--- src/common/ifetch_pkg.sv ---
// Shared widths, controller states and bundles for the instruction fetch front end.

package ifetch_pkg;

    localparam int XLEN       = 32;                   // Address and instruction width.
    localparam int TAG_W      = 3;                    // Redirect tag width.
    localparam int IMEM_WORDS = 256;                  // Instruction memory depth.
    localparam int IMEM_AW    = $clog2(IMEM_WORDS);   // Word index width.
    localparam int WORD_BYTES = 4;                    // Step for a 32-bit fetch.
    localparam int HALF_BYTES = 2;                    // Step for a compressed instruction.

    // Fetch controller states.
    typedef enum logic [1:0] {
        FS_IDLE,                                      // Not fetching.
        FS_REDIRECT,                                  // First read after start or jump.
        FS_ALIGN,                                     // Fill cycle for an odd halfword target.
        FS_STREAM                                     // Steady fetch.
    } fetch_state_e;

    // Request from the controller to the counter and the prefetcher.
    typedef struct packed {
        logic             enable;                     // Fetching is active.
        logic             stall;                      // Pipeline hold.
        logic             jumped;                     // First cycle after a redirect.
        logic             jump_misaligned;            // Target has bit 1 set.
        logic [TAG_W-1:0] tag;                        // Redirect tag.
        logic [XLEN-1:0]  pc;                         // Redirect target.
    } fetch_req_t;

    // One fetched instruction.
    typedef struct packed {
        logic             valid;
        logic             compressed;                 // 16-bit instruction in instr[15:0].
        logic [TAG_W-1:0] tag;
        logic [XLEN-1:0]  pc;
        logic [XLEN-1:0]  instr;
    } fetch_out_t;

    // Instruction memory write port.
    typedef struct packed {
        logic               we;
        logic [IMEM_AW-1:0] addr;                     // Word index.
        logic [XLEN-1:0]    data;
    } imem_wr_t;

endpackage

--- src/verilog/fetch_ctrl.sv ---
// Fetch controller FSM that sequences start, redirect, alignment fill and streaming.

module fetch_ctrl import ifetch_pkg::*; (
    input  logic            clk,
    input  logic            reset_n,
    input  logic            start_i,
    input  logic [XLEN-1:0] start_pc_i,
    input  logic            stop_i,
    input  logic            stall_i,
    input  logic            prefetched_i,
    output fetch_req_t      req_o,
    output logic            out_valid_o
);

    fetch_state_e     state_r;
    fetch_state_e     state_d;
    logic [TAG_W-1:0] tag_r;
    logic [XLEN-1:0]  target_r;
    logic             stop_pend_r;
    logic             stop_pend_d;
    logic             stop_req;

    assign stop_req = stop_i | stop_pend_r;

    always_comb begin
        state_d     = state_r;
        stop_pend_d = 1'b0;
        if (start_i) begin
            state_d = FS_REDIRECT;                    // A new target wins, even under stall.
        end else begin
            case (state_r)
                FS_IDLE: begin
                    state_d = FS_IDLE;
                end
                FS_REDIRECT: begin
                    if (stop_i) begin
                        state_d = FS_IDLE;
                    end else if (req_o.jump_misaligned) begin
                        state_d = FS_ALIGN;           // Lower half of the first word is dropped.
                    end else begin
                        state_d = FS_STREAM;
                    end
                end
                FS_ALIGN: begin
                    if (stop_i) begin
                        state_d = FS_IDLE;
                    end else if (!stall_i) begin
                        state_d = FS_STREAM;
                    end
                end
                FS_STREAM: begin
                    // Let a buffered compressed instruction drain before stopping.
                    if (stop_req && prefetched_i) begin
                        stop_pend_d = 1'b1;
                    end else if (stop_req) begin
                        state_d = FS_IDLE;
                    end
                end
                default: begin
                    state_d = FS_IDLE;
                end
            endcase
        end
    end

    always_ff @(posedge clk or negedge reset_n) begin
        if (!reset_n) begin
            state_r     <= FS_IDLE;
            tag_r       <= '0;
            target_r    <= '0;
            stop_pend_r <= 1'b0;
        end else begin
            state_r     <= state_d;
            stop_pend_r <= stop_pend_d;
            if (start_i) begin
                tag_r    <= tag_r + TAG_W'(1);        // Wraps modulo 8.
                target_r <= start_pc_i;
            end
        end
    end

    assign req_o.enable          = (state_r != FS_IDLE);
    assign req_o.stall           = stall_i;
    assign req_o.jumped          = (state_r == FS_REDIRECT);
    assign req_o.jump_misaligned = target_r[1];
    assign req_o.tag             = tag_r;
    assign req_o.pc              = target_r;

    // Memory data lags the address by one cycle, so only FS_STREAM sees usable words.
    assign out_valid_o = (state_r == FS_STREAM) && !stall_i && !start_i;

endmodule

--- config.mk ---
export PLATFORM = sky130hd
export DESIGN_NAME = fetch_ctrl
export DESIGN_NICKNAME = d
export VERILOG_FILES = /design/src/common/ifetch_pkg.sv /design/src/verilog/fetch_ctrl.sv
export SDC_FILE = /design/constraint.sdc
export NUM_CORES = 1
export LEC_CHECK = 0
export BUFFER_PORTS_ARGS = -buffer_cell sky130_fd_sc_hd__buf_4
export CORE_MARGIN = 5
export CORE_UTILIZATION = 28
export DETAILED_ROUTE_END_ITERATION = 10
export SYNTH_ARGS = -nofsm -noshare
export SYNTH_HDL_FRONTEND = slang
export SYNTH_SLANG_ARGS = --single-unit
--- constraint.sdc ---
create_clock -name clk -period 1.5 [get_ports clk]
set_input_delay 0.3 -clock clk [delete_from_list [all_inputs] [get_ports clk]]
set_output_delay 0.3 -clock clk [all_outputs]
set_load 0.05 [all_outputs]
==> out/results.ini, run 1 <==
[global_routing]
grt_max_degree=42
antenna_found_initial=0
grt_use_total=0.1024
grt_pass1_wl_um=5837
grt-ovfl-total=0
grt_pass1_vias=1189

[pwr]
leakage_uw=0.001109
switching_share=0.3669
p_seq_frac=0.416
power_switching_uw=1093
peakVddDrop_v=0.0004820
power.density_mw_per_mm2=1275
internal-power_uw=1886
clkPwrFrac=0.236
comb_power_share=0.348

[timing]
hold_slack_ns=0.2271
finalHoldViolCount=0
finalCritPeriodShare=1.020
setup_ws_ns=-0.02936
slew_headroom=0.6375
worst_slew_pin_slew_ns=0.5437
timing.fmax_ghz=0.6539
finalCriticalPeriod_ns=1.529
setup_viol=1
rsz0062_at_grt=true
finalSetupTns_ns=-0.02936
timing.clock.skew_ns=0.005538
drv_slew=0

[worst_setup_path]
crit_path_start=state_r[0]
path_class=reg2out
crit_path_end_kind=output port
r2r_slack_ns=0.02
rr_startpoint=state_r[0]
crit_path_max_fanout=4
arrival_ns=1.23
crit_required_ns=1.20
reg2reg_depth=6
crit_path_start_kind=register
critPathCapture=out_valid_o
reg2reg_to=state_r[0]

[clocking]
clockBufferDepth=2
numCtsBuffers=5
cts_tree=built
path_clk_slew_ns=0.07
cts-root-buf=clkbuf_8
cts_sinks=38
clk_latency_ns=0.28
htree_levels=2

[yosys]
synth_area_leader_cell=dfrtp_1
syn_avg_cell_area_um2=14.64
synth_compound_area_frac=0.03435
yosysTopAreaCellShare=0.6070
synth_top_family_by_area=multiplexers
syn_area_mm2=0.001567
ys_seq_area_frac=0.6070
synthAdderAreaFrac=0.03994
synth_xor_area_frac=0.01118
syn_inst=107
ys_types=23
muxShareOfSynthArea=0.2372
synth-simple-area-share=0.03834
synth_seq_cells=38
yosysWarnings=0
syn_nets=150
yosys-top-cells-area=dfrtp_1 (61%), mux2_1 (23%), ha_1 (4.0%), buf_2 (1.3%), nand2_1 (1.2%)

[routing]
wire_per_inst_um=13.29
drtAntennaViolNets=0
drt_pass1_iterations=4
post_drt_via_cell_ratio=4.362
routed_wl_um=3456
drc=0
drt_iter0_markers=37
vias=1134

[worst_hold_path]
min_path_type=in2reg
holdPathStages=2

[placement]
dpl_cell_area_mm2=0.002207
dp_cells=249
place_congestion=0.7069
port_buffers=77
dp_hpwl_um=2559

[die]
row_count=27
dieWidth_um=84.80
core_area_mm2=0.005473
io_pins=78
dieArea_mm2=0.007190
die_h_um=84.80
start_util=0.2862

[cells_and_area]
final_common_cell=buf_4
fin_nets=230
fin_cells=260
syn_to_final_growth_pct=49.20
design_area_mm2=0.002337
most-common-layout-cells=buf_4 (76), dfrtp_1 (38), mux2_1 (32), clkbuf_8 (6), nand2_1 (5)
antenna_cells=0
drive_gt1_frac=0.4787

[run_status]
violations=setup timing
outcome=finished, violations left

[job]
max_cap_viol_count=0

[worst min-delay path by stage]
| stage | from | to | slack [ns] |
|---|---|---|---|
| final | start_pc_i[13] | target_r[13] | 0.23 |
| after detailed placement | reset_n | target_r[23] | 0.30 |
| after global placement | reset_n | target_r[23] | 0.30 |
| after global routing | start_pc_i[2] | target_r[2] | 0.21 |
| after CTS | start_pc_i[15] | target_r[15] | 0.22 |
| after floorplan | reset_n | state_r[0] | 0.004 |
[power groups by stage]
stage / registers (uW) / logic (uW) / clock network (uW)
floorplan: 1710 / 222 / 0
global placement: 1260 / 1030 / 0
detailed placement: 1260 / 1040 / 0
CTS: 1240 / 1050 / 742
global route: 1260 / 1100 / 783
finish: 1240 / 1040 / 702
[metrics by stage]
step	setup slack (ns)	util	total power (uW)
finish	-0.02936	0.4271	2979
global route	-0.1213	0.4271	3145
CTS	-0.04255	0.4264	3035
detailed placement	0.03721	0.4033	2302
global placement	0.1029	0.4033	2292
floorplan	0.02221	-	1931
[cell type report]
cell class	instances	area [um2]
fillers	554	3136
flip-flops and latches	38	950.9
repair buffers	80	614.3
multi-input cells	59	579.3
well taps	72	90.09
clock buffers	7	86.33
inverters	3	11.26
clock inverters	1	5.005
[kinds of logic after synthesis]
group           after synthesis
mux                          33
buf+inv                      10
flops                        38
xor+xnor                      2
fa+ha+maj                     5
simple gates                 12
compound gates                7
[synth_stat cells (all sizes together)]
master	number
dfrtp	38
mux2	33
buf	6
ha	5
nand2	5
inv	3
nor2	2
nor2b	2
o21ai	2
a211oi	1
a21oi	1
clkbuf	1
nand2b	1
nand3b	1
nor3b	1
o21a	1
o311a	1
o41ai	1
xnor2	1
xor2	1
[per-layer routing]
metal  global-route usage  vias up  wire length (um)
li1                     -      524                 -
met1               0.1169      559              1400
met2               0.1701       46              1771
met3              0.03729        5               244
met4              0.04748        0                40
met5                    0        -                 0
[critical path: stages (launching register included)]
cell,delay [ns]
dfrtp_1,0.40
ha_2,0.20
nor3b_4,0.18
buf_6,0.18
[registers in the layout (all words and copies together) (netlist names)]
signal and count:
tag_r 3, stop_pend_r 1, state_r 2, target_r 32
[timing repair]
item | in CTS | in global routing
endpoints found under the hold margin | 34 | 0
setup buffers | 2 | 0
pin swaps | 1 | 0
gates resized for setup | 3 | 1
hold buffers | 1 | 0
setup endpoints to repair | 3 | 5
No activity file was read; power rests on OpenSTA's default activity.
==> inputs of run 2 (changes only) <==
--- a/config.mk
+++ b/config.mk
@@ -8,6 +8,7 @@
 export BUFFER_PORTS_ARGS = -buffer_cell sky130_fd_sc_hd__buf_4
 export CORE_MARGIN = 5
 export CORE_UTILIZATION = 28
+export CTS_BUF_LIST = sky130_fd_sc_hd__clkbuf_16
 export DETAILED_ROUTE_END_ITERATION = 10
 export SYNTH_ARGS = -nofsm -noshare
 export SYNTH_HDL_FRONTEND = slang
==> run 2 against run 1 <==
Effect of this change:
- the run ends with hold timing, setup timing left
- highest routed layer unchanged
- final cell count stayed put
- hold slack worse by 0.24 ns
- first-iteration DRC count is 19% higher
- critical path type unchanged
==> out/results.ini, run 2 (synthesis results as in run 1) <==
[clocking]
cts_sinks=38  ; unchanged
cts-root-buf=clkbuf_16
path_clk_slew_ns=0.05  ; -0.02 ns
cts_tree=built
clk_latency_ns=0.27  ; about the same
numCtsBuffers=5  ; unchanged
holdBufCountCts=0  ; -1
htree_levels=2  ; unchanged
clockBufferDepth=2  ; unchanged

[timing]
setup_viol=3  ; +2
hold_slack_ns=-0.01295  ; -0.2401 ns
setup_ws_ns=-0.02989  ; -0.0005278 ns
finalHoldViolCount=21  ; +21
timing.clock.skew_ns=0.001328  ; -0.004211 ns
worst_slew_pin_slew_ns=0.5511  ; +0.007338 ns
rsz0062_at_grt=true
drv_slew=0  ; unchanged
finalCritPeriodShare=1.020  ; about the same
finalSetupTns_ns=-0.04775  ; -0.01840 ns
slew_headroom=0.6326  ; -0.004892
finalCriticalPeriod_ns=1.530  ; +0.0005278 ns
timing.fmax_ghz=0.6536  ; about the same

[routing]
wire_per_inst_um=13.54  ; +1.9%
drt_pass1_iterations=3  ; -1
vias=1129  ; -0.44%
routed_wl_um=3520  ; +1.9%
drc=0  ; unchanged
post_drt_via_cell_ratio=4.342  ; -0.44%
drt_iter0_markers=44  ; +19%
drtAntennaViolNets=0  ; unchanged

[job]
max_cap_viol_count=0  ; unchanged

[global_routing]
grt-ovfl-total=0  ; unchanged
grt_pass1_wl_um=5865  ; +0.48%
grt_pass1_vias=1194  ; +0.42%
grt_max_degree=42  ; unchanged
grt_use_total=0.1030  ; +0.0006117
antenna_found_initial=0  ; unchanged

[die]
core_area_mm2=0.005473  ; unchanged
die_h_um=84.80  ; unchanged
io_pins=78  ; unchanged
start_util=0.2862  ; unchanged
dieArea_mm2=0.007190  ; unchanged
row_count=27  ; unchanged
dieWidth_um=84.80  ; unchanged

[placement]
place_congestion=0.7069  ; unchanged
dp_cells=249  ; unchanged
port_buffers=77  ; unchanged
dp_hpwl_um=2559  ; unchanged

[worst_setup_path]
reg2reg_to=state_r[0]
rr_startpoint=state_r[0]
crit_path_end_kind=output port
crit_required_ns=1.20  ; about the same
reg2reg_depth=6  ; unchanged
worstPathCellList=ha_2 > nor3b_4 > buf_6
critPathSlowestCell=dfrtp_1
max_stage_delay_ns=0.40  ; about the same
r2r_slack_ns=-0.01  ; -0.03 ns
arrival_ns=1.23  ; about the same
crit_path_start_kind=register
crit_path_max_fanout=4  ; unchanged
path_class=reg2out

[cells_and_area]
antenna_cells=0  ; unchanged
syn_to_final_growth_pct=53.12
fin_nets=230  ; unchanged
reg.largest.list=target_r x32, tag_r x3, state_r x2
top_register=target_r
drive_gt1_frac=0.4894  ; +0.01064
final_common_cell=buf_4
largest_reg_flops=32  ; unchanged
fin_cells=260  ; unchanged
most-common-layout-cells=buf_4 (77), dfrtp_1 (38), mux2_1 (32), nand2_1 (5), clkbuf_16 (5)
nFillCells=555  ; +0.18%

[pwr]
leakage_uw=0.001138  ; +2.6%
peakVddDrop_v=0.0004824  ; about the same
power.density_mw_per_mm2=1353  ; +6.2%

[worst_hold_path]
min_path_type=in2async

[run_status]
violations=hold timing, setup timing
outcome=finished, violations left

[run 2: power breakdown]
group          leakage (uW)  internal [uW]  switching (uW)  total, uW
combinational      0.000617            357             682       1040
clock             0.0000724            599             364        963
sequential         0.000448           1160            82.7       1240
[run 2: metrics by stage]
step	area, um2	setup WS, ns	utilization	total power [uW]
3_3_place_gp	2207	0.1029	0.4033	2292
4_1_cts	2370	-0.02240	0.4330	3293
6_report	2399	-0.02989	0.4383	3246
3_5_place_dp	2207	0.03721	0.4033	2302
5_1_grt	2399	-0.1092	0.4383	3423
2_1_floorplan	1578	0.02221	-	1931
[run 2: how the worst max path moves through the flow]
stage | from | to | depth (start not counted)
floorplan | state_r[1] | state_r[0] | 6
global placement | state_r[0] | state_r[0] | 6
detailed placement | state_r[0] | state_r[0] | 6
CTS | state_r[0] | out_valid_o | 3
global route | state_r[0] | state_r[0] | 6
finish | state_r[0] | out_valid_o | 3
[run 2: timing repair]
item / in CTS / in global routing
endpoints found under the setup margin: 2 / 5
setup buffers: 2 / 1
gates cloned: 0 / 0
pin swaps: 1 / 1
gates resized for setup: 3 / 4
[run 2: layout make-up]
cell class / count / area (um2) / share of cell area
flip-flops and latches: 38 / 950.9 / 0.3965
repair buffers: 80 / 611.8 / 0.2551
multi-input cells: 59 / 596.8 / 0.2488
clock buffers: 5 / 125.1 / 0.05216
well taps: 72 / 90.09 / 0.03756
clock inverters: 3 / 12.51 / 0.005216
inverters: 3 / 11.26 / 0.004695
[run 2: critical path, delay by kind of cell, from the launching register on]
| family | cells | cell delay [ns] |
|---|---|---|
| and+or+nand+nor | 1 | 0.18 |
| DFF | 1 | 0.40 |
| adders and majority gates | 1 | 0.20 |
| buffers and inverters | 1 | 0.18 |
[run 2: layer usage]
layer / wire (um) / global-route usage / part of all wire
met3: 248 / 0.04024 / 0.070
met1: 1423 / 0.1157 / 0.40
met4: 31 / 0.04317 / 0.0088
met2: 1816 / 0.1737 / 0.52
met5: 0 / 0 / 0
