[src/common/ifetch_pkg.sv]
// Shared widths, controller states and bundles for the instruction fetch front end.

package ifetch_pkg;

    localparam int XLEN       = 32;                   // Address and instruction width.
    localparam int TAG_W      = 3;                    // Redirect tag width.
    localparam int IMEM_WORDS = 256;                  // Instruction memory depth.
    localparam int IMEM_AW    = $clog2(IMEM_WORDS);   // Word index width.
    localparam int WORD_BYTES = 4;                    // Step for a 32-bit fetch.
    localparam int HALF_BYTES = 2;                    // Step for a compressed instruction.

    // Fetch controller states.
    typedef enum logic [1:0] {
        FS_IDLE,                                      // Not fetching.
        FS_REDIRECT,                                  // First read after start or jump.
        FS_ALIGN,                                     // Fill cycle for an odd halfword target.
        FS_STREAM                                     // Steady fetch.
    } fetch_state_e;

    // Request from the controller to the counter and the prefetcher.
    typedef struct packed {
        logic             enable;                     // Fetching is active.
        logic             stall;                      // Pipeline hold.
        logic             jumped;                     // First cycle after a redirect.
        logic             jump_misaligned;            // Target has bit 1 set.
        logic [TAG_W-1:0] tag;                        // Redirect tag.
        logic [XLEN-1:0]  pc;                         // Redirect target.
    } fetch_req_t;

    // One fetched instruction.
    typedef struct packed {
        logic             valid;
        logic             compressed;                 // 16-bit instruction in instr[15:0].
        logic [TAG_W-1:0] tag;
        logic [XLEN-1:0]  pc;
        logic [XLEN-1:0]  instr;
    } fetch_out_t;

    // Instruction memory write port.
    typedef struct packed {
        logic               we;
        logic [IMEM_AW-1:0] addr;                     // Word index.
        logic [XLEN-1:0]    data;
    } imem_wr_t;

endpackage

[src/iprefetch/iprefetch.sv]
// Prefetch buffer and halfword realigner that assembles whole instructions from memory words.

module iprefetch import ifetch_pkg::*; (
    input  logic            clk,
    input  logic            reset_n,
    input  fetch_req_t      req_i,
    input  logic            valid_i,
    input  logic [XLEN-1:0] instruction_i,
    output logic            prefetched_o,
    output fetch_out_t      out_o
);

    logic [XLEN-1:0]  pc_r;                           // PC of the next instruction to issue.
    logic [XLEN-1:0]  pc_next;
    logic [XLEN-1:0]  pc_add;
    logic             misaligned;
    logic             compressed;
    logic             capture;

    // Previous word whose upper half starts an odd halfword instruction.
    logic [XLEN-1:0]  instruction_r;
    logic [XLEN-1:0]  instruction_aligned;
    logic [XLEN-1:0]  instruction_spliced;
    logic [XLEN-1:0]  instruction;

    logic             valid_r;
    logic             compressed_r;
    logic [TAG_W-1:0] tag_r;
    logic [XLEN-1:0]  pc_out_r;
    logic [XLEN-1:0]  instr_out_r;

    assign misaligned = pc_r[1];

    assign instruction_aligned = instruction_i;
    assign instruction_spliced = {instruction_i[15:0], instruction_r[31:16]};

    always_comb begin
        if (misaligned) begin
            instruction = instruction_spliced;        // Buffered half first.
        end else begin
            instruction = instruction_aligned;
        end
    end

    assign compressed = (instruction[1:0] != 2'b11);

    assign pc_add  = compressed ? XLEN'(HALF_BYTES) : XLEN'(WORD_BYTES);
    assign pc_next = pc_r + pc_add;

    // A compressed instruction from the buffer leaves the incoming word unused.
    assign prefetched_o = valid_i && misaligned && compressed;

    // Any live, non-stalled cycle past the redirect keeps the newest word.
    assign capture = req_i.enable && !req_i.stall && !req_i.jumped;

    always_ff @(posedge clk or negedge reset_n) begin
        if (!reset_n) begin
            pc_r <= '0;
        end else if (req_i.jumped) begin
            pc_r <= req_i.pc;
        end else if (valid_i) begin
            pc_r <= pc_next;
        end
    end

    always_ff @(posedge clk or negedge reset_n) begin
        if (!reset_n) begin
            instruction_r <= '0;
        end else if (capture) begin
            instruction_r <= instruction_i;
        end
    end

    always_ff @(posedge clk or negedge reset_n) begin
        if (!reset_n) begin
            valid_r <= 1'b0;
        end else if (req_i.jumped || !req_i.enable) begin
            valid_r <= 1'b0;                          // Drop anything left from the old stream.
        end else if (!req_i.stall) begin
            valid_r <= valid_i;
        end
    end

    always_ff @(posedge clk or negedge reset_n) begin
        if (!reset_n) begin
            compressed_r <= 1'b0;
            tag_r        <= '0;
            pc_out_r     <= '0;
            instr_out_r  <= '0;
        end else if (valid_i) begin
            compressed_r <= compressed;
            tag_r        <= req_i.tag;
            pc_out_r     <= pc_r;
            instr_out_r  <= instruction;
        end
    end

    // Held instruction stays hidden while stalled and shows once the stall ends.
    assign out_o = '{
        valid:      valid_r && !req_i.stall,
        compressed: compressed_r,
        tag:        tag_r,
        pc:         pc_out_r,
        instr:      instr_out_r
    };

endmodule

[config.mk]
export PLATFORM = sky130hd
export DESIGN_NAME = iprefetch
export DESIGN_NICKNAME = d
export VERILOG_FILES = /design/src/common/ifetch_pkg.sv /design/src/iprefetch/iprefetch.sv
export SDC_FILE = /design/constraint.sdc
export NUM_CORES = 1
export LEC_CHECK = 0
export ABC_AREA = 1
export BUFFER_PORTS_ARGS = -buffer_cell sky130_fd_sc_hd__buf_2
export CORE_MARGIN = 5
export CORE_UTILIZATION = 50
export DETAILED_ROUTE_END_ITERATION = 10
export PLACE_DENSITY = 0.76
export RECOVER_POWER = 50
export SETUP_SLACK_MARGIN = 0.05
export SLEW_MARGIN = 15
export SYNTH_ARGS = -nofsm -noshare
export SYNTH_HDL_FRONTEND = slang
export SYNTH_SLANG_ARGS = --single-unit
[constraint.sdc]
create_clock -name clk -period 4.6 [get_ports clk]
set_input_delay 0.46 -clock clk [delete_from_list [all_inputs] [get_ports clk]]
set_output_delay 0.46 -clock clk [all_outputs]
set_load 0.01 [all_outputs]
==> results of run 1 <==
## metal layers
| metal | GRT usage | share of wire |
|---|---|---|
| met5 | 0 | 0 |
| met2 | 0.3627 | 0.46 |
| met3 | 0.05803 | 0.074 |
| met4 | 0.09590 | 0.024 |
| met1 | 0.3065 | 0.44 |
## power by group through the flow
stage | Clock, mW | Combinational [mW] | Sequential, mW
global placement | 0 | 0.473 | 1.28
CTS | 1.32 | 0.490 | 1.27
floorplan | 0 | 0.243 | 1.31
global route | 1.37 | 0.524 | 1.29
finish | 1.30 | 0.463 | 1.27
detailed placement | 0 | 0.488 | 1.28
## registers in the layout, summed over array words and instances, names as in the netlist
| signal | count |
|---|---|
| compressed_r | 1 |
| instr_out_r | 32 |
| instruction_r | 16 |
| pc_out_r | 32 |
| pc_r | 32 |
| tag_r | 3 |
| valid_r | 1 |
## cells by family after synthesis
| kind of cell | after synthesis | synth area share |
|---|---|---|
| compound gates | 122 | 0.1211 |
| xor+xnor | 10 | 0.01547 |
| fa+ha+maj | 3 | 0.007957 |
| buf+inv | 68 | 0.04973 |
| flops | 117 | 0.5172 |
| mux | 16 | 0.03183 |
| simple gates | 354 | 0.2566 |
## worst min-delay path, delay by kind of cell
family / cells / cell delay [ns]
AND/OR/NAND/NOR: 1 / 0.04
AO/OA/AOI/OAI: 1 / 0.06
buffers and inverters: 1 / 0.08
## path summary, 6_finish.rpt
kind,from,to,depth (start not counted)
worst min-delay path,req_i[0],pc_r[0]$_DFFE_PN0P_,3
worst min register to register,pc_out_r[17]$_DFFE_PN0P_,pc_out_r[17]$_DFFE_PN0P_,2
max in group asynchronous,reset_n,pc_out_r[29]$_DFFE_PN0P_,2
worst max register to register,pc_r[1]$_DFFE_PN0N_,pc_r[23]$_DFFE_PN0N_,14
worst max-delay path,pc_r[1]$_DFFE_PN0N_,pc_r[23]$_DFFE_PN0N_,14
min in group asynchronous,reset_n,instr_out_r[4]$_DFFE_PN0P_,1
## layout make-up
type,instances,share of cell area
Sequential cell,117,0.4222
Multi-Input combinational cell,505,0.3534
Timing Repair Buffer,147,0.09526
Clock buffer,21,0.06495
Tap cell,140,0.02526
Inverter,37,0.02003
Clock inverter,10,0.01894
## stage by stage
step / hold slack (ns) / total power [mW] / utilization
floorplan: 0.1644 / 1.550 / -
global placement: 0.4501 / 1.749 / 0.5867
detailed placement: 0.4555 / 1.773 / 0.5867
CTS: 0.2363 / 3.082 / 0.6397
global route: 0.2627 / 3.187 / 0.6315
finish: 0.2592 / 3.041 / 0.6315
## cell usage in the layout, fill, tap and decap left out, drive strengths merged
| master | netlist | final |
|---|---|---|
| nand2 | 245 | 245 |
| dfrtp | 117 | 117 |
| clkbuf | 15 | 92 |
| o21ai | 89 | 89 |
| nor2 | 82 | 82 |
| buf | 16 | 76 |
| inv | 37 | 37 |
| a22oi | 24 | 24 |
| nand3 | 21 | 21 |
| mux2 | 16 | 16 |
| xor2 | 10 | 10 |
| nand3b | 6 | 6 |
| clkinv | 0 | 6 |
| a21oi | 3 | 3 |
| bufinv | 0 | 3 |
| a31oi | 2 | 2 |
| o211ai | 2 | 2 |
| o221ai | 2 | 2 |
| ha | 2 | 2 |
| fa | 1 | 1 |
| clkinvlp | 0 | 1 |
==> impl_metrics.py, run 1 <==
metrics = {
    "logic_synthesis": {
        "ys.flop_type": "dfrtp_1",
        "yosysMostFrequentCell": "nand2_1",
        "async_flop_share": 1.000,
        "yosysTopAreaCell": "dfrtp_1",
        "synth-seq-cells": 117,
        "yosys-top-cells-count": "nand2_1, dfrtp_1, o21ai_0",
        "synth_cell_types": 28,
        "yosysSeqAreaShare": 0.5172,
        "synth_edf_count": 0,
        "synth_top_area_frac": 0.5172,
        "synthesis.nets": 767,
        "synthTopCellsByArea": "dfrtp_1, nand2_1, o21ai_0, nor2_1, a22oi_1",
        "synth_warnings": 0,
        "syn_area_per_cell_um2": 8.204,
        "syn-instance-count": 690,
        "synth_area_um2": 5660,
    },
    "cts": {
        "cts_buffer_depth": 2,
        "cts_resized": 0,
        "clk-insertion-delay-late_ns": 0.41,
        "cts_hold_buf": 0,
        "htree_levels": 4,
        "clock_sinks": 117,
        "cts_root_buf": "clkbuf_16",
        "clk_pin_slew_ns": 0.05,
        "cts_inserted_buffers": 17,
        "post_cts_buffers": 0,
        "cts_tree": "yes",
    },
    "sta": {
        "slew_headroom": -0.3060,
        "finalCriticalPeriod_ns": 2.958,
        "worst_slew_pin_slew_ns": 1.959,
        "setup_viol": 0,
        "finalCritPeriodShare": 0.6431,
        "hold_viol": 0,
        "finalMaxSlewViolations": 116,
        "fin_skew_ns": 0.005921,
        "fmax_ghz": 0.3381,
        "setup_tns_ns": 0,
        "rsz0062_at_grt": "false",
        "setup_ws_ns": 1.642,
    },
    "pwr": {
        "combPwrFrac": 0.152,
        "internal_power_mw": 2.197,
        "leakagePower_nw": 3.299,
        "seqPwrFrac": 0.419,
        "power_frac_clock": 0.429,
        "switching_share": 0.2774,
        "peakVddDrop_mv": 0.2752,
        "switching_power_uw": 843.4,
        "powerDensity_nw_per_um2": 438.5,
    },
    "worst_setup_path": {
        "worst_path_most_repeated_cell": "nand2_1",
        "crit_buf_inv": 2,
        "critPathRequiredTime_ns": 4.89,
        "path_cells": "inv_1 > nand2_1 > nand2_1 > nand2_1 > ha_1 > fa_1 > nand2_1 > nor2_4 > nand2_2 > inv_1 > nand3_1 > nand2_1 > nand2_1 > nand2_1",
        "worst-r2r-setup-slack_ns": 1.64,
        "worstPathMaxFanout": 33,
        "cp-start-kind": "flip-flop",
        "max_stage_delay_ns": 0.77,
        "cp.arrival_ns": 3.25,
        "cpLargestDelayFamily": "simple AND/OR/NAND/NOR gates",
        "cp-end-kind": "flip-flop",
        "worst-setup-path-type": "reg2reg",
        "worst_path_max_delay_cell": "inv_1",
    },
    "run_status": {
        "failed_checks": "capacitance limit, slew limit",
        "status": "finished, violations left",
    },
    "final_layout": {
        "design_area_um2": 6935,
        "syn2layout_area_growth_pct": 22.52,
        "nets": 902,
        "drive_gt1_frac": 0.1708,
        "layout.cells.non_filler": 977,
        "n_antenna_cell": 0,
        "multi_input_area_um2": 2451,
        "seqCellArea_um2": 2928,
        "final.fill_count": 973,
    },
    "floorplanning": {
        "core-area_um2": 10980,
        "start_util": 0.5154,
        "num_io_pins": 144,
        "num_rows": 38,
        "die_y_um": 116.4,
        "die_x_um": 116.4,
        "die_area_um2": 13550,
    },
    "min_path": {
        "hp-class": "in2reg",
    },
    "place": {
        "pre_cts_slack_ns": 1.684,
        "place.gp.congestion": 0.9607,
        "dp.cells": 946,
        "io_buffer_count": 142,
        "dpl-instance-area_um2": 6444,
        "hpwl_um": 10590,
    },
    "grt": {
        "gr-usage-all-layers": 0.2307,
        "grt_pass1_vias": 5067,
        "grt_max_degree": 86,
        "antenna_found_initial": 0,
        "grt_first_pass_wirelength_um": 24390,
        "grt.overflow.total": 0,
    },
    "routing": {
        "wl_per_cell_um": 15.46,
        "wl_um": 15100,
        "vias": 5214,
        "drt_iter0_drc": 421,
        "drt_first_pass_iters": 5,
        "drc": 0,
        "ant_nets": 0,
        "via_per_inst": 5.337,
    },
    "run": {
        "max_cap_violations": 2,
    },
}
Power figures use the tool's default switching activity.
==> run 2, diff against run 1 <==
- CORE_UTILIZATION: 50 -> 48
- clock period: 4.6 -> 2.55 ns (I/O delays scaled with it)
==> run 2 against run 1 <==
  * Combinational power up 89%
  * Highest routed layer unchanged
  * Sequential share of layout area decreased by 0.95 points
  * Clock skew increased by 0.0030 ns
  * Maximum frequency is 29% higher
  * Hold slack got worse by 0.21 ns
  * Sequential power up 80%
  * Critical path type unchanged
  * Count of clock-buffer cells in the layout shrank 1
  * Via count shrank 1.2%
  * The flow still finishes with violations (capacitance limit, slew limit)
==> impl_metrics.py, run 2 (synthesis results as in run 1) <==
metrics = {
    "run_status": {
        "status": "finished, violations left",
        "failed_checks": "capacitance limit, slew limit",
    },
    "worst_setup_path": {
        "worst_path_max_delay_cell": "fa_1",
        "max_stage_delay_ns": 0.41,
        "worstPathMaxFanout": 22,
        "worst-setup-path-type": "reg2reg",
        "r2r_start": "pc_r[1]$_DFFE_PN0N_",
        "r2r_cells": 15,
        "path_cells": "buf_6 > nand2_1 > nand2_1 > nand2_1 > ha_1 > fa_1 > nand2_1 > nor2_4 > nand2_4 > nor2_4 > nand2_1 > nand2_1 > nand2_1 > nand2_1 > nand2_1",
        "crit_buf_inv": 1,
        "r2r-end": "pc_r[27]$_DFFE_PN0N_",
        "cp-end-kind": "flip-flop",
        "critPathRequiredTime_ns": 2.90,
        "cp-start-kind": "flip-flop",
        "cpLargestDelayFamily": "simple AND/OR/NAND/NOR gates",
        "worst_path_most_repeated_cell": "nand2_1",
        "worst-r2r-setup-slack_ns": 0.26,
        "cp.arrival_ns": 2.64,
    },
    "grt": {
        "grt_pass1_vias": 5172,
        "antenna_found_initial": 0,
        "grt_max_degree": 86,
        "gr-usage-all-layers": 0.2239,
        "grt.overflow.total": 0,
        "grt_first_pass_wirelength_um": 25660,
    },
    "floorplanning": {
        "num_rows": 39,
        "start_util": 0.4936,
        "die_area_um2": 14060,
        "die_x_um": 118.6,
        "core-area_um2": 11470,
        "die_y_um": 118.6,
        "num_io_pins": 144,
    },
    "sta": {
        "hold_viol": 0,
        "setup_tns_ns": 0,
        "fin_skew_ns": 0.008905,
        "slew_headroom": -0.05351,
        "finalCriticalPeriod_ns": 2.290,
        "finalMaxSlewViolations": 86,
        "setup_viol": 0,
        "finalCritPeriodShare": 0.8982,
        "worst_slew_pin_slew_ns": 1.580,
        "fmax_ghz": 0.4366,
        "rsz0062_at_grt": "false",
    },
    "min_path": {
        "min_to": "tag_r[1]$_DFFE_PN0P_",
        "hold_path_depth": 3,
        "hp-start": "req_i[33]",
        "hp-class": "in2reg",
    },
    "routing": {
        "vias": 5152,
        "via_per_inst": 5.236,
        "drt_iter0_drc": 416,
        "drt_first_pass_iters": 7,
        "wl_um": 15130,
        "ant_nets": 0,
        "drc": 0,
        "wl_per_cell_um": 15.37,
    },
    "cts": {
        "cts_tree": "yes",
        "clk-insertion-delay-late_ns": 0.41,
        "cts_buffer_depth": 2,
        "htree_levels": 4,
        "clock_sinks": 117,
        "clk_pin_slew_ns": 0.05,
        "cts_inserted_buffers": 17,
        "post_cts_buffers": 0,
        "cts_root_buf": "clkbuf_16",
    },
    "place": {
        "place.gp.congestion": 0.9018,
        "dp.cells": 953,
        "hpwl_um": 10550,
        "io_buffer_count": 142,
    },
    "final_layout": {
        "syn2layout_area_growth_pct": 25.35,
        "mostFrequentLayoutCells": "nand2_1, dfrtp_1, buf_2, o21ai_0, nor2_1",
        "final.fill_count": 1002,
        "top_regs": "instr_out_r: 32 flops, pc_out_r: 32 flops, pc_r: 32 flops",
        "layout_commonest_cell": "nand2_1",
        "n_antenna_cell": 0,
        "drive_gt1_frac": 0.2295,
        "nets": 907,
        "layout.cells.non_filler": 984,
    },
    "pwr": {
        "total_power_mw": 5.711,
        "peakVddDrop_mv": 0.5767,
        "powerDensity_nw_per_um2": 804.9,
        "leakagePower_nw": 3.489,
    },
    "run": {
        "max_cap_violations": 1,
    },
}
## run 2: changes by cell type in the layout (fill, tap and decap cells not counted), sizes merged
cell,previous run,this run
bufinv,3,5
buf,76,125
dlygate4sd3,0,1
clkinv,6,3
clkbuf,92,46
clkinvlp,1,2
## run 2: layer usage
metal / up-vias / wire length (um) / global-route usage
li1: 2514 / - / -
met1: 2441 / 7110 / 0.3063
met2: 170 / 6899 / 0.3399
met3: 27 / 736 / 0.05396
met4: 0 / 381 / 0.09851
met5: - / 0 / 0
## run 2: area by class of cell
class                   instances  area (um^2)  share of cell area
repair buffers                152        772.0              0.1088
multi-input cells             505         2451              0.3454
clock buffers                  20        446.7             0.06295
clock inverters                10        180.2             0.02539
well taps                     143        178.9             0.02522
inverters                      37        138.9             0.01957
flip-flops and latches        117         2928              0.4126
## run 2: worst min-delay path: stages
cell and delay, ns:
buf_2 0.07, nand2_1 0.04, nand2_1 0.05
## run 2: timing repair
action / in CTS / in global routing
hold buffers: 1 / 0
endpoints found under the setup margin: 0 / 1
resized for setup: 0 / 2
endpoints found under the hold margin: 39 / 0
## run 2: worst max-delay path by stage
stage	to	cells after the start	slack, ns	start
finish	pc_r[27]$_DFFE_PN0N_	15	0.26	pc_r[1]$_DFFE_PN0N_
global route	pc_r[27]$_DFFE_PN0N_	15	0.08	pc_r[1]$_DFFE_PN0N_
CTS	pc_r[27]$_DFFE_PN0N_	15	0.21	pc_r[1]$_DFFE_PN0N_
detailed placement	pc_r[17]$_DFFE_PN0N_	13	0.26	pc_r[1]$_DFFE_PN0N_
global placement	pc_r[17]$_DFFE_PN0N_	13	0.35	pc_r[1]$_DFFE_PN0N_
floorplan	pc_r[17]$_DFFE_PN0N_	13	0.55	pc_r[1]$_DFFE_PN0N_
## run 2: stage by stage
step	setup WS, ns	util	hold WS [ns]	area (um^2)
2_1_floorplan	0.5472	-	-0.04059	5660
3_3_place_gp	0.3535	0.5660	0.2744	6490
3_5_place_dp	0.2599	0.5660	0.2700	6490
4_1_cts	0.2148	0.6215	0.02572	7127
5_1_grt	0.08198	0.6188	0.04088	7096
6_report	0.2596	0.6188	0.04733	7096
## run 2: power by group
group	internal (mW)	total (mW)	switching, mW
clock	1.74	2.54	0.803
combinational	0.345	0.876	0.531
sequential	2.11	2.29	0.181
total	4.20	5.71	1.51
