--- config.mk ---
export PLATFORM = sky130hd
export DESIGN_NAME = fetch_addr_ctr
export DESIGN_NICKNAME = d
export VERILOG_FILES = /design/src/common/ifetch_pkg.sv /design/src/verilog/fetch_addr_ctr.sv
export SDC_FILE = /design/constraint.sdc
export NUM_CORES = 1
export LEC_CHECK = 0
export BUFFER_PORTS_ARGS = -buffer_cell sky130_fd_sc_hd__buf_2
export CAP_MARGIN = 20
export CORE_MARGIN = 3
export CORE_UTILIZATION = 43
export DETAILED_ROUTE_END_ITERATION = 12
export MAX_ROUTING_LAYER = met4
export PLACE_DENSITY = 0.75
export SLEW_MARGIN = 20
export SYNTH_ARGS = -nofsm -noshare
export SYNTH_HDL_FRONTEND = slang
export SYNTH_SLANG_ARGS = --single-unit
export TNS_END_PERCENT = 30
--- constraint.sdc ---
create_clock -name clk -period 1.96 [get_ports clk]
set_input_delay 0.098 -clock clk [delete_from_list [all_inputs] [get_ports clk]]
set_output_delay 0.098 -clock clk [all_outputs]
set_load 0.03 [all_outputs]
--- src/common/ifetch_pkg.sv ---
// Shared widths, controller states and bundles for the instruction fetch front end.

package ifetch_pkg;

    localparam int XLEN       = 32;                   // Address and instruction width.
    localparam int TAG_W      = 3;                    // Redirect tag width.
    localparam int IMEM_WORDS = 256;                  // Instruction memory depth.
    localparam int IMEM_AW    = $clog2(IMEM_WORDS);   // Word index width.
    localparam int WORD_BYTES = 4;                    // Step for a 32-bit fetch.
    localparam int HALF_BYTES = 2;                    // Step for a compressed instruction.

    // Fetch controller states.
    typedef enum logic [1:0] {
        FS_IDLE,                                      // Not fetching.
        FS_REDIRECT,                                  // First read after start or jump.
        FS_ALIGN,                                     // Fill cycle for an odd halfword target.
        FS_STREAM                                     // Steady fetch.
    } fetch_state_e;

    // Request from the controller to the counter and the prefetcher.
    typedef struct packed {
        logic             enable;                     // Fetching is active.
        logic             stall;                      // Pipeline hold.
        logic             jumped;                     // First cycle after a redirect.
        logic             jump_misaligned;            // Target has bit 1 set.
        logic [TAG_W-1:0] tag;                        // Redirect tag.
        logic [XLEN-1:0]  pc;                         // Redirect target.
    } fetch_req_t;

    // One fetched instruction.
    typedef struct packed {
        logic             valid;
        logic             compressed;                 // 16-bit instruction in instr[15:0].
        logic [TAG_W-1:0] tag;
        logic [XLEN-1:0]  pc;
        logic [XLEN-1:0]  instr;
    } fetch_out_t;

    // Instruction memory write port.
    typedef struct packed {
        logic               we;
        logic [IMEM_AW-1:0] addr;                     // Word index.
        logic [XLEN-1:0]    data;
    } imem_wr_t;

endpackage

--- src/verilog/fetch_addr_ctr.sv ---
// Word fetch address counter with redirect load and hold on stall or buffer hit.

module fetch_addr_ctr import ifetch_pkg::*; (
    input  logic            clk,
    input  logic            reset_n,
    input  fetch_req_t      req_i,
    input  logic            prefetched_i,
    output logic [XLEN-1:0] addr_o
);

    logic [XLEN-1:0] cur_addr_r;                      // Address of the word now on the read port.
    logic            advance;

    // The word on the read port is used up this cycle.
    assign advance = req_i.enable && !req_i.stall && !prefetched_i;

    always_comb begin
        if (req_i.jumped) begin
            addr_o = {req_i.pc[XLEN-1:2], 2'b00};     // Word holding the target.
        end else if (advance) begin
            addr_o = cur_addr_r + XLEN'(WORD_BYTES);
        end else begin
            // Read the same word again so it is still there next cycle.
            addr_o = cur_addr_r;
        end
    end

    always_ff @(posedge clk or negedge reset_n) begin
        if (!reset_n) begin
            cur_addr_r <= '0;
        end else begin
            cur_addr_r <= addr_o;
        end
    end

endmodule

==> reports/results.tsv, run 1 <==
metric	value	unit
outcome	complete, but fails checks	
violations	negative setup slack	
setup_tns	-6.34	ns
setup-violations-final	25	
timing.rr.start	cur_addr_r[7]	
reg.largest.list	cur_addr_r x32	
worst_slack	-0.480	ns
holdWs	0.0465	ns
crit_top_cell	or4_4	
start_kind	register	
synthFlopType	dfrtp_1	
r2r_cells	7	
grt_usage	0.249	
timing.final.crit_share	1.25	
hold_viol	0	
stdcell_count	386	
power_density	642	mW/mm2
reg2reg_to	cur_addr_r[30]	
clock_path_buffers	2	
worstPathArrival	2.34	ns
yosysTopAreaCell	dfrtp_1	
gp_congestion	0.892	
seq_area_frac_synth	0.437	
maxSlewHeadroom	0.501	
p_int	0.00141	W
grt_setup_unrepaired	true	
ff2ff_setup_slack	-0.13	ns
rows	23	
yosysMostFrequentCell	dfrtp_1	
synthTopCellsByCount	dfrtp_1, nand2_1, nor2_1, o21ai_0, a31oi_1	
critPathRequiredTime	1.86	ns
p_sw	0.000678	W
crit_chain	nand4_1, or4_4, or4_4, a31oi_4, buf_6	
syn_to_final_growth	77.5	%
clockPowerShare	0.304	
synthCells	209	
drtAntennaViolNets	0	
wl	6160	um
num_vias	2157	
finClkSkew	0.00895	ns
multiInputGateArea	0.00131	mm2
combPwrFrac	0.329	
critPathCaptureType	output pin	
port_buffers	67	
antenna_found_initial	0	
synth_edf_count	0	
antenna_cells	0	
worst_pin_slew	0.748	ns
cp-startpoint	cur_addr_r[12]	
clkSlewWorstSetupHoldPaths	0.08	ns
cp_max_fo	4	
netlist_area	0.00183	mm2
worstSkewPairLatency	0.29	ns
drt-initial-drc-count	114	
cts_tree	yes	
cap_violations	0	
via_per_inst	5.59	
synth_area_leaders	dfrtp_1, or4_1, a31oi_1	
wire_per_inst	15.9	um
crit_type	reg2out	
worst-path-stages	5	
p_sw_frac	0.325	
die-width	71.3	um
cts_buffers	5	
dieArea	0.00508	mm2
grt_pass1_wl	9680	um
ios	74	
synth-async-reset-ratio	1.00	
nets	378	
grt_max_degree	34	
power.total	0.00209	W
vdd_drop_max	433	uV
syn-mean-instance-area	8.76	um2
seq_area	802	um2
synth_seq_cells	32	
syn-num-nets	252	
fmax	0.410	GHz
hpwl	4010	um
power_leakage	1.38	nW
ys_warn_count	0	
worstHoldPathType	in2reg	
yosysUniqueCellTypes	30	
drc	0	
seqPwrFrac	0.367	
crit_end	addr_o[29]	
fin_crit	2.44	ns
place_inst	368	
pre_cts_ws	-0.308	ns
first_global_vias	2141	
synth_top_area_frac	0.437	
coreArea	0.00406	mm2
largest_register_ffs	32	
slew_violations	0	
drive_above_1_share	0.548	
fp.dieH	71.3	um
critical-path-top-delay-family	simple AND/OR/NAND/NOR gates	
cts-root-buf	clkbuf_8	
fillers	262	
critPathMaxStageDelay	0.62	ns
cts.sinks	32	
initial_core_util	0.451	
cp_slowest_cell	or4_4	
regMostFlops	cur_addr_r	
htree_num_levels	2	
worst-path-buf-inv	1	
dr.pass1.iters	4	
grt.overflow.total	0	
## metrics by stage
step	util	area (um2)
2_1_floorplan	-	2060
3_3_place_gp	0.693	2810
3_5_place_dp	0.693	2810
4_1_cts	0.770	3120
5_1_grt	0.801	3250
6_report	0.801	3250
## worst register-to-register path, cell delays in order (launching register included)
cell	delay (ns)
dfrtp_1	0.40
nand3_2	0.12
or4_4	0.61
o31ai_1	0.31
buf_4	0.18
a31oi_4	0.09
buf_4	0.15
buf_4	0.12
## cells in the final DEF, fill, tap and decap left out, drive strengths merged
| cell type | netlist | routed |
|---|---|---|
| nor2b | 2 | 2 |
| mux2i | 1 | 1 |
| nor2 | 18 | 18 |
| o31a | 2 | 2 |
| or3 | 4 | 4 |
| o21ai | 18 | 18 |
| nor3b | 1 | 1 |
| bufinv | 0 | 1 |
| dfrtp | 32 | 32 |
| nand4 | 11 | 11 |
| buf | 2 | 129 |
| inv | 5 | 5 |
| or4 | 14 | 14 |
| nand3 | 12 | 12 |
| a31oi | 16 | 16 |
| o211ai | 1 | 1 |
| and4 | 3 | 3 |
| xnor2 | 7 | 7 |
| nor3 | 3 | 3 |
| nand2b | 1 | 1 |
| or3b | 1 | 1 |
| ha | 1 | 1 |
| and3 | 5 | 5 |
| nand4b | 1 | 1 |
| nor4 | 4 | 4 |
| clkinv | 0 | 1 |
| dlygate4sd3 | 0 | 1 |
| o31ai | 10 | 10 |
| clkbuf | 9 | 6 |
| nand2 | 21 | 21 |
| xor2 | 4 | 4 |
## cell families after synthesis
logic type | Yosys count | synth area share
fa+ha+maj | 1 | 0.00683
compound gates | 47 | 0.158
xor+xnor | 11 | 0.0526
simple gates | 101 | 0.302
flops | 32 | 0.437
mux | 1 | 0.00546
buf+inv | 16 | 0.0376
## how the worst min path moves through the flow
stage                         start  cells after the start              to  slack (ns)
after CTS                 req_i[10]                      3  cur_addr_r[10]        0.04
after floorplan             reset_n                      0   cur_addr_r[0]       -0.20
after global placement      reset_n                      1  cur_addr_r[17]        0.20
final                      req_i[5]                      3   cur_addr_r[5]        0.05
after global routing       req_i[4]                      3   cur_addr_r[4]        0.07
after detailed placement    reset_n                      1  cur_addr_r[17]        0.20
## final cells by class
cell class                 instances  area share
clock buffer                       6      0.0223
sequential                        32       0.247
timing repair buffer             130       0.292
inverter                           5     0.00577
clock inverter                     2      0.0108
multi-input combinational        161       0.403
tap                               50      0.0192
## routing by layer
layer / up-vias / GRT usage / routed length, um
li1: 1038 / - / -
met1: 1030 / 0.298 / 2530
met2: 76 / 0.414 / 3160
met3: 13 / 0.0519 / 342
met4: 0 / 0.0856 / 124
met5: - / - / 0
## repair_timing
item	4_1_cts	5_1_grt
gates resized for setup	52	24
pin swaps	14	7
buffers inserted	2	8
hold buffers	1	0
hold endpoints to repair	32	0
endpoints found under the setup margin	29	32
## power by group through the flow
stage               clock (W)  sequential [W]  combinational (W)
floorplan                   0        0.000780           0.000314
global placement            0        0.000769           0.000578
detailed placement          0        0.000772           0.000588
CTS                  0.000638        0.000762           0.000654
global route         0.000681        0.000773           0.000735
finish               0.000634        0.000767           0.000688
(Power assumes the default switching activity.)
==> run 2, diff against run 1 <==
--- a/config.mk
+++ b/config.mk
@@ -13,5 +13,4 @@
 export MAX_ROUTING_LAYER = met4
 export PLACE_DENSITY = 0.75
-export SLEW_MARGIN = 20
 export SYNTH_ARGS = -nofsm -noshare
 export SYNTH_HDL_FRONTEND = slang
==> constraint.sdc (replaced) <==
create_clock -name clk -period 1.96 [get_ports clk]
set_input_delay 0.392 -clock clk [delete_from_list [all_inputs] [get_ports clk]]
set_output_delay 0.392 -clock clk [all_outputs]
set_load 0.03 [all_outputs]
==> reports/results.tsv, run 2 (synthesized netlist as in run 1, its figures left out) <==
metric	value	unit	change
regMostFlops	cur_addr_r		unchanged
cp_max_fo	5		was 4
wire_per_inst	17.8	um	was 15.9 um
syn_to_final_growth	90.5	%	was 77.5%
fin_crit	2.73	ns	was 2.44 ns
hold_viol	0		unchanged
dieArea	0.00508	mm2	unchanged
cts_tree	yes		unchanged
reg2reg_to	cur_addr_r[19]		was cur_addr_r[30]
drive_above_1_share	0.580		was 0.548
antenna_found_initial	0		unchanged
grt_setup_unrepaired	true		unchanged
worstHoldPathType	in2async		was in2reg
vdd_drop_max	497	uV	was 433 uV
critPathMaxStageDelay	0.60	ns	was 0.62 ns
crit_type	reg2out		unchanged
r2r_cells	7		unchanged
reg.largest.list	cur_addr_r x32		unchanged
crit_top_cell	buf_6		was or4_4
critPathRequiredTime	1.57	ns	was 1.86 ns
ios	74		unchanged
place_inst	387		was 368
drt-initial-drc-count	179		was 114
worstSkewPairLatency	0.30	ns	was 0.29 ns
timing.final.crit_share	1.39		was 1.25
num_vias	2362		was 2157
coreArea	0.00406	mm2	unchanged
rows	23		unchanged
combPwrFrac	0.354		was 0.329
gp_congestion	0.854		was 0.892
pre_cts_ws	-0.876	ns	was -0.308 ns
ctsHoldBuffers	0		was 1
outcome	complete, but fails checks		unchanged
layout_commonest_cell	buf_4		unchanged
port_buffers	67		unchanged
htree_num_levels	2		unchanged
critPathCaptureType	output pin		unchanged
maxSlewHeadroom	0.512		was 0.501
violations	negative setup slack		unchanged
dr.pass1.iters	5		was 4
stdcell_count	405		was 386
layout_common_cells	buf_4, buf_2, dfrtp_1		unchanged
via_per_inst	5.83		was 5.59
fmax	0.366	GHz	was 0.410 GHz
timing.rr.start	cur_addr_r[7]		unchanged
cts.sinks	32		unchanged
drc	0		unchanged
final_cell_area	0.00349	mm2	was 0.00325 mm2
worst_pin_slew	0.733	ns	was 0.748 ns
nets	397		was 378
slew_violations	0		unchanged
clock_path_buffers	2		unchanged
grt_max_degree	34		unchanged
p_sw_frac	0.337		was 0.325
ff2ff_setup_slack	-0.21	ns	was -0.13 ns
drtAntennaViolNets	0		unchanged
p_int	0.00145	W	was 0.00141 W
cap_violations	0		unchanged
antenna_cells	0		unchanged
initial_core_util	0.451		unchanged
start_kind	register		unchanged
die-width	71.3	um	unchanged
clockPowerShare	0.300		was 0.304
grt.overflow.total	0		unchanged
wl	7220	um	was 6160 um
worst_slack	-0.773	ns	was -0.480 ns
crit_chain	nand4_1, or4_4, buf_6, or3_4, a31oi_4, buf_6		was nand4_1, or4_4, or4_4, a31oi_4, buf_6
seqPwrFrac	0.346		was 0.367
setup-violations-final	32		was 25
grt_pass1_wl	10500	um	was 9680 um
first_global_vias	2324		was 2141
finClkSkew	0.00361	ns	was 0.00895 ns
p_sw	0.000737	W	was 0.000678 W
power_density	627	mW/mm2	was 642 mW/mm2
worstPathArrival	2.34	ns	about the same
cts-root-buf	clkbuf_8		unchanged
cts_buffers	5		unchanged
largest_register_ffs	32		unchanged
power_leakage	1.51	nW	was 1.38 nW
cp_slowest_cell	or4_4		unchanged
clkSlewWorstSetupHoldPaths	0.07	ns	was 0.08 ns
fp.dieH	71.3	um	unchanged
dpl_cell_area	0.00293	mm2	was 0.00281 mm2
hpwl	4390	um	was 4010 um
grt_usage	0.272		was 0.249
run 2: changes by cell type in the layout (fill, tap and decap cells not counted), sizes merged:
cell         previous run  this run
buf                   129       149
clkinvlp                0         1
dlygate4sd3             1         0
clkbuf                  6         5
run 2: worst max path at each step:
stage	from	end	slack, ns	depth (start not counted)
detailed placement	prefetched_i	addr_o[31]	-0.88	6
finish	cur_addr_r[7]	addr_o[19]	-0.77	6
global placement	prefetched_i	addr_o[31]	-0.84	6
floorplan	prefetched_i	addr_o[29]	-0.72	6
global route	cur_addr_r[11]	addr_o[19]	-0.82	6
CTS	cur_addr_r[5]	addr_o[29]	-0.74	5
run 2: layout make-up:
class / instances / area (um2)
Multi-Input combinational cell: 161 / 1360
Timing Repair Buffer: 149 / 1130
Sequential cell: 32 / 801
Fill cell: 203 / 568
Clock buffer: 5 / 68.8
Tap cell: 50 / 62.6
Clock inverter: 3 / 42.5
Inverter: 5 / 18.8
run 2: through the flow:
stage / TNS, ns / hold WS [ns] / total power [W] / utilization
2_1_floorplan: -18.55 / 0.0964 / 0.00109 / -
3_3_place_gp: -16.36 / 0.482 / 0.00137 / 0.723
3_5_place_dp: -18.03 / 0.489 / 0.00138 / 0.723
4_1_cts: -14.18 / 0.173 / 0.00211 / 0.816
5_1_grt: -16.60 / 0.198 / 0.00227 / 0.860
6_report: -14.24 / 0.144 / 0.00219 / 0.860
run 2: metal layers:
layer | track usage | part of all wire
met1 | 0.308 | 0.37
met2 | 0.470 | 0.51
met3 | 0.0519 | 0.081
met4 | 0.111 | 0.038
met5 | - | 0
run 2: worst max-delay path, delay by kind of cell (launching register included):
kind                   cells  cell delay, ns
buffers and inverters      2            0.31
AND/OR/NAND/NOR            3            1.11
flip-flops                 1            0.42
AO/OA/AOI/OAI              1            0.20
run 2: power groups by stage:
stage	clock, W	sequential, W	combinational, W
2_1_floorplan	0	0.000779	0.000310
3_3_place_gp	0	0.000762	0.000604
5_1_grt	0.000686	0.000762	0.000820
3_5_place_dp	0	0.000765	0.000618
6_report	0.000657	0.000757	0.000775
4_1_cts	0.000653	0.000754	0.000704
run 2: what timing repair did:
action                                  4_1_cts  5_1_grt
pin swaps                                    16       13
buffers inserted                              7        5
endpoints found under the setup margin       40       37
gates resized for setup                      78       29
==> run 3, diff against run 2 <==
CORE_ASPECT_RATIO = 0.75   (was unset)
==> reports/results.tsv, run 3 (synthesized netlist as in run 1, its figures left out) <==
metric	value	unit	change
worstPathArrival	2.38	ns	was 2.34 ns
drive_above_1_share	0.589		was 0.580
finClkSkew	0.00747	ns	was 0.00361 ns
final_cell_area	0.00348	mm2	was 0.00349 mm2
reg.largest.list	cur_addr_r x32		unchanged
hpwl	4630	um	was 4390 um
layout_common_cells	buf_4, buf_2, dfrtp_1		unchanged
dr.pass1.iters	6		was 5
antenna_cells	0		unchanged
cts_buffers	5		unchanged
gp_congestion	0.902		was 0.854
cap_violations	0		unchanged
nets	395		was 397
ios	74		unchanged
cts-root-buf	clkbuf_8		unchanged
largest_register_ffs	32		unchanged
violations	negative setup slack		unchanged
htree_num_levels	2		unchanged
holdWs	0.154	ns	was 0.144 ns
grt.overflow.total	0		unchanged
timing.final.crit_share	1.42		was 1.39
clkSlewWorstSetupHoldPaths	0.08	ns	was 0.07 ns
r2r_cells	8		was 7
drt-initial-drc-count	176		was 179
power.total	0.00219	W	about the same
first_global_vias	2375		was 2324
grt_setup_unrepaired	true		unchanged
num_vias	2408		was 2362
wire_per_inst	18.8	um	was 17.8 um
worstHoldPathType	in2async		unchanged
fmax	0.360	GHz	was 0.366 GHz
power_density	630	mW/mm2	was 627 mW/mm2
critPathRequiredTime	1.57	ns	about the same
grt_pass1_wl	11300	um	was 10500 um
critPathCaptureType	output pin		unchanged
drtAntennaViolNets	0		unchanged
ctsHoldBuffers	0		unchanged
fin_crit	2.78	ns	was 2.73 ns
coreArea	0.00387	mm2	was 0.00406 mm2
via_per_inst	5.95		was 5.83
rows	19		was 23
regMostFlops	cur_addr_r		unchanged
cp_max_fo	5		unchanged
worstSkewPairLatency	0.30	ns	about the same
cts.sinks	32		unchanged
cts_tree	yes		unchanged
dpl_cell_area	0.00295	mm2	was 0.00293 mm2
setup-violations-final	35		was 32
grt_usage	0.295		was 0.272
port_buffers	67		unchanged
fillers	157		was 203
syn_to_final_growth	89.8	%	was 90.5%
outcome	complete, but fails checks		unchanged
clock_path_buffers	2		unchanged
worst_slack	-0.817	ns	was -0.773 ns
vdd_drop_max	496	uV	was 497 uV
crit_type	reg2out		unchanged
seq_area	801	um2	unchanged
drc	0		unchanged
slew_violations	0		unchanged
power_leakage	1.48	nW	was 1.51 nW
fp.dieH	62.5	um	was 71.3 um
start_kind	register		unchanged
layout_commonest_cell	buf_4		unchanged
wl	7630	um	was 7220 um
worst_pin_slew	0.749	ns	was 0.733 ns
ff2ff_setup_slack	-0.27	ns	was -0.21 ns
hold_viol	0		unchanged
timing.rr.start	cur_addr_r[10]		was cur_addr_r[7]
multiInputGateArea	0.00138	mm2	was 0.00136 mm2
initial_core_util	0.473		was 0.451
antenna_found_initial	0		unchanged
die-width	81.4	um	was 71.3 um
grt_max_degree	33		was 34
dieArea	0.00509	mm2	was 0.00508 mm2
setup_tns	-14.91	ns	was -14.24 ns
reg2reg_to	cur_addr_r[21]		was cur_addr_r[19]
maxSlewHeadroom	0.501		was 0.512
==> run 3: layout make-up <==
class / count / area share
Timing Repair Buffer: 147 / 0.317
Clock inverter: 3 / 0.0122
Multi-Input combinational cell: 161 / 0.397
Tap cell: 52 / 0.0187
Sequential cell: 32 / 0.230
Clock buffer: 5 / 0.0198
Inverter: 5 / 0.00540
==> run 3: critical path: stages (launching register included) <==
cell	delay [ns]
dfrtp_1	0.37
nand4_1	0.18
buf_4	0.19
or4_4	0.47
buf_6	0.16
or3_4	0.37
a31oi_4	0.19
buf_6	0.16
==> run 3: metrics by stage <==
step | setup WS (ns) | std cells | utilization
after global placement | -0.864 | 392 | 0.760
after detailed placement | -0.909 | 392 | 0.760
final | -0.817 | 405 | 0.897
after CTS | -0.790 | 403 | 0.858
after global routing | -0.905 | 405 | 0.897
after floorplan | -0.717 | 209 | -
==> run 3: worst max-delay path by stage <==
stage	startpoint	end	slack (ns)	cells after the start
3_5_place_dp	prefetched_i	addr_o[27]	-0.91	6
6_report	cur_addr_r[10]	addr_o[21]	-0.82	7
3_3_place_gp	prefetched_i	addr_o[31]	-0.86	6
5_1_grt	cur_addr_r[10]	addr_o[21]	-0.90	7
2_1_floorplan	prefetched_i	addr_o[29]	-0.72	6
4_1_cts	cur_addr_r[11]	addr_o[30]	-0.79	5
==> run 3: power by group <==
part	internal [W]	switching, W	leakage [nW]	total [W]
sequential	0.000717	0.0000492	0.376	0.000766
clock	0.000376	0.000280	0.0541	0.000656
combinational	0.000355	0.000414	1.05	0.000770
==> run 3: what timing repair did <==
action,4_1_cts,5_1_grt
buffers inserted,3,2
gates resized for setup,78,29
pin swaps,10,11
setup endpoints to repair,40,38
hold endpoints to repair,0,0
==> run 3: routing by layer <==
| metal | share of wire | vias to the layer above | wire [um] | global-route usage |
|---|---|---|---|---|
| li1 | - | 1078 | - | - |
| met4 | 0.039 | 0 | 301 | 0.112 |
| met5 | 0 | - | 0 | - |
| met1 | 0.40 | 1158 | 3050 | 0.356 |
| met2 | 0.47 | 133 | 3620 | 0.475 |
| met3 | 0.086 | 39 | 660 | 0.0692 |
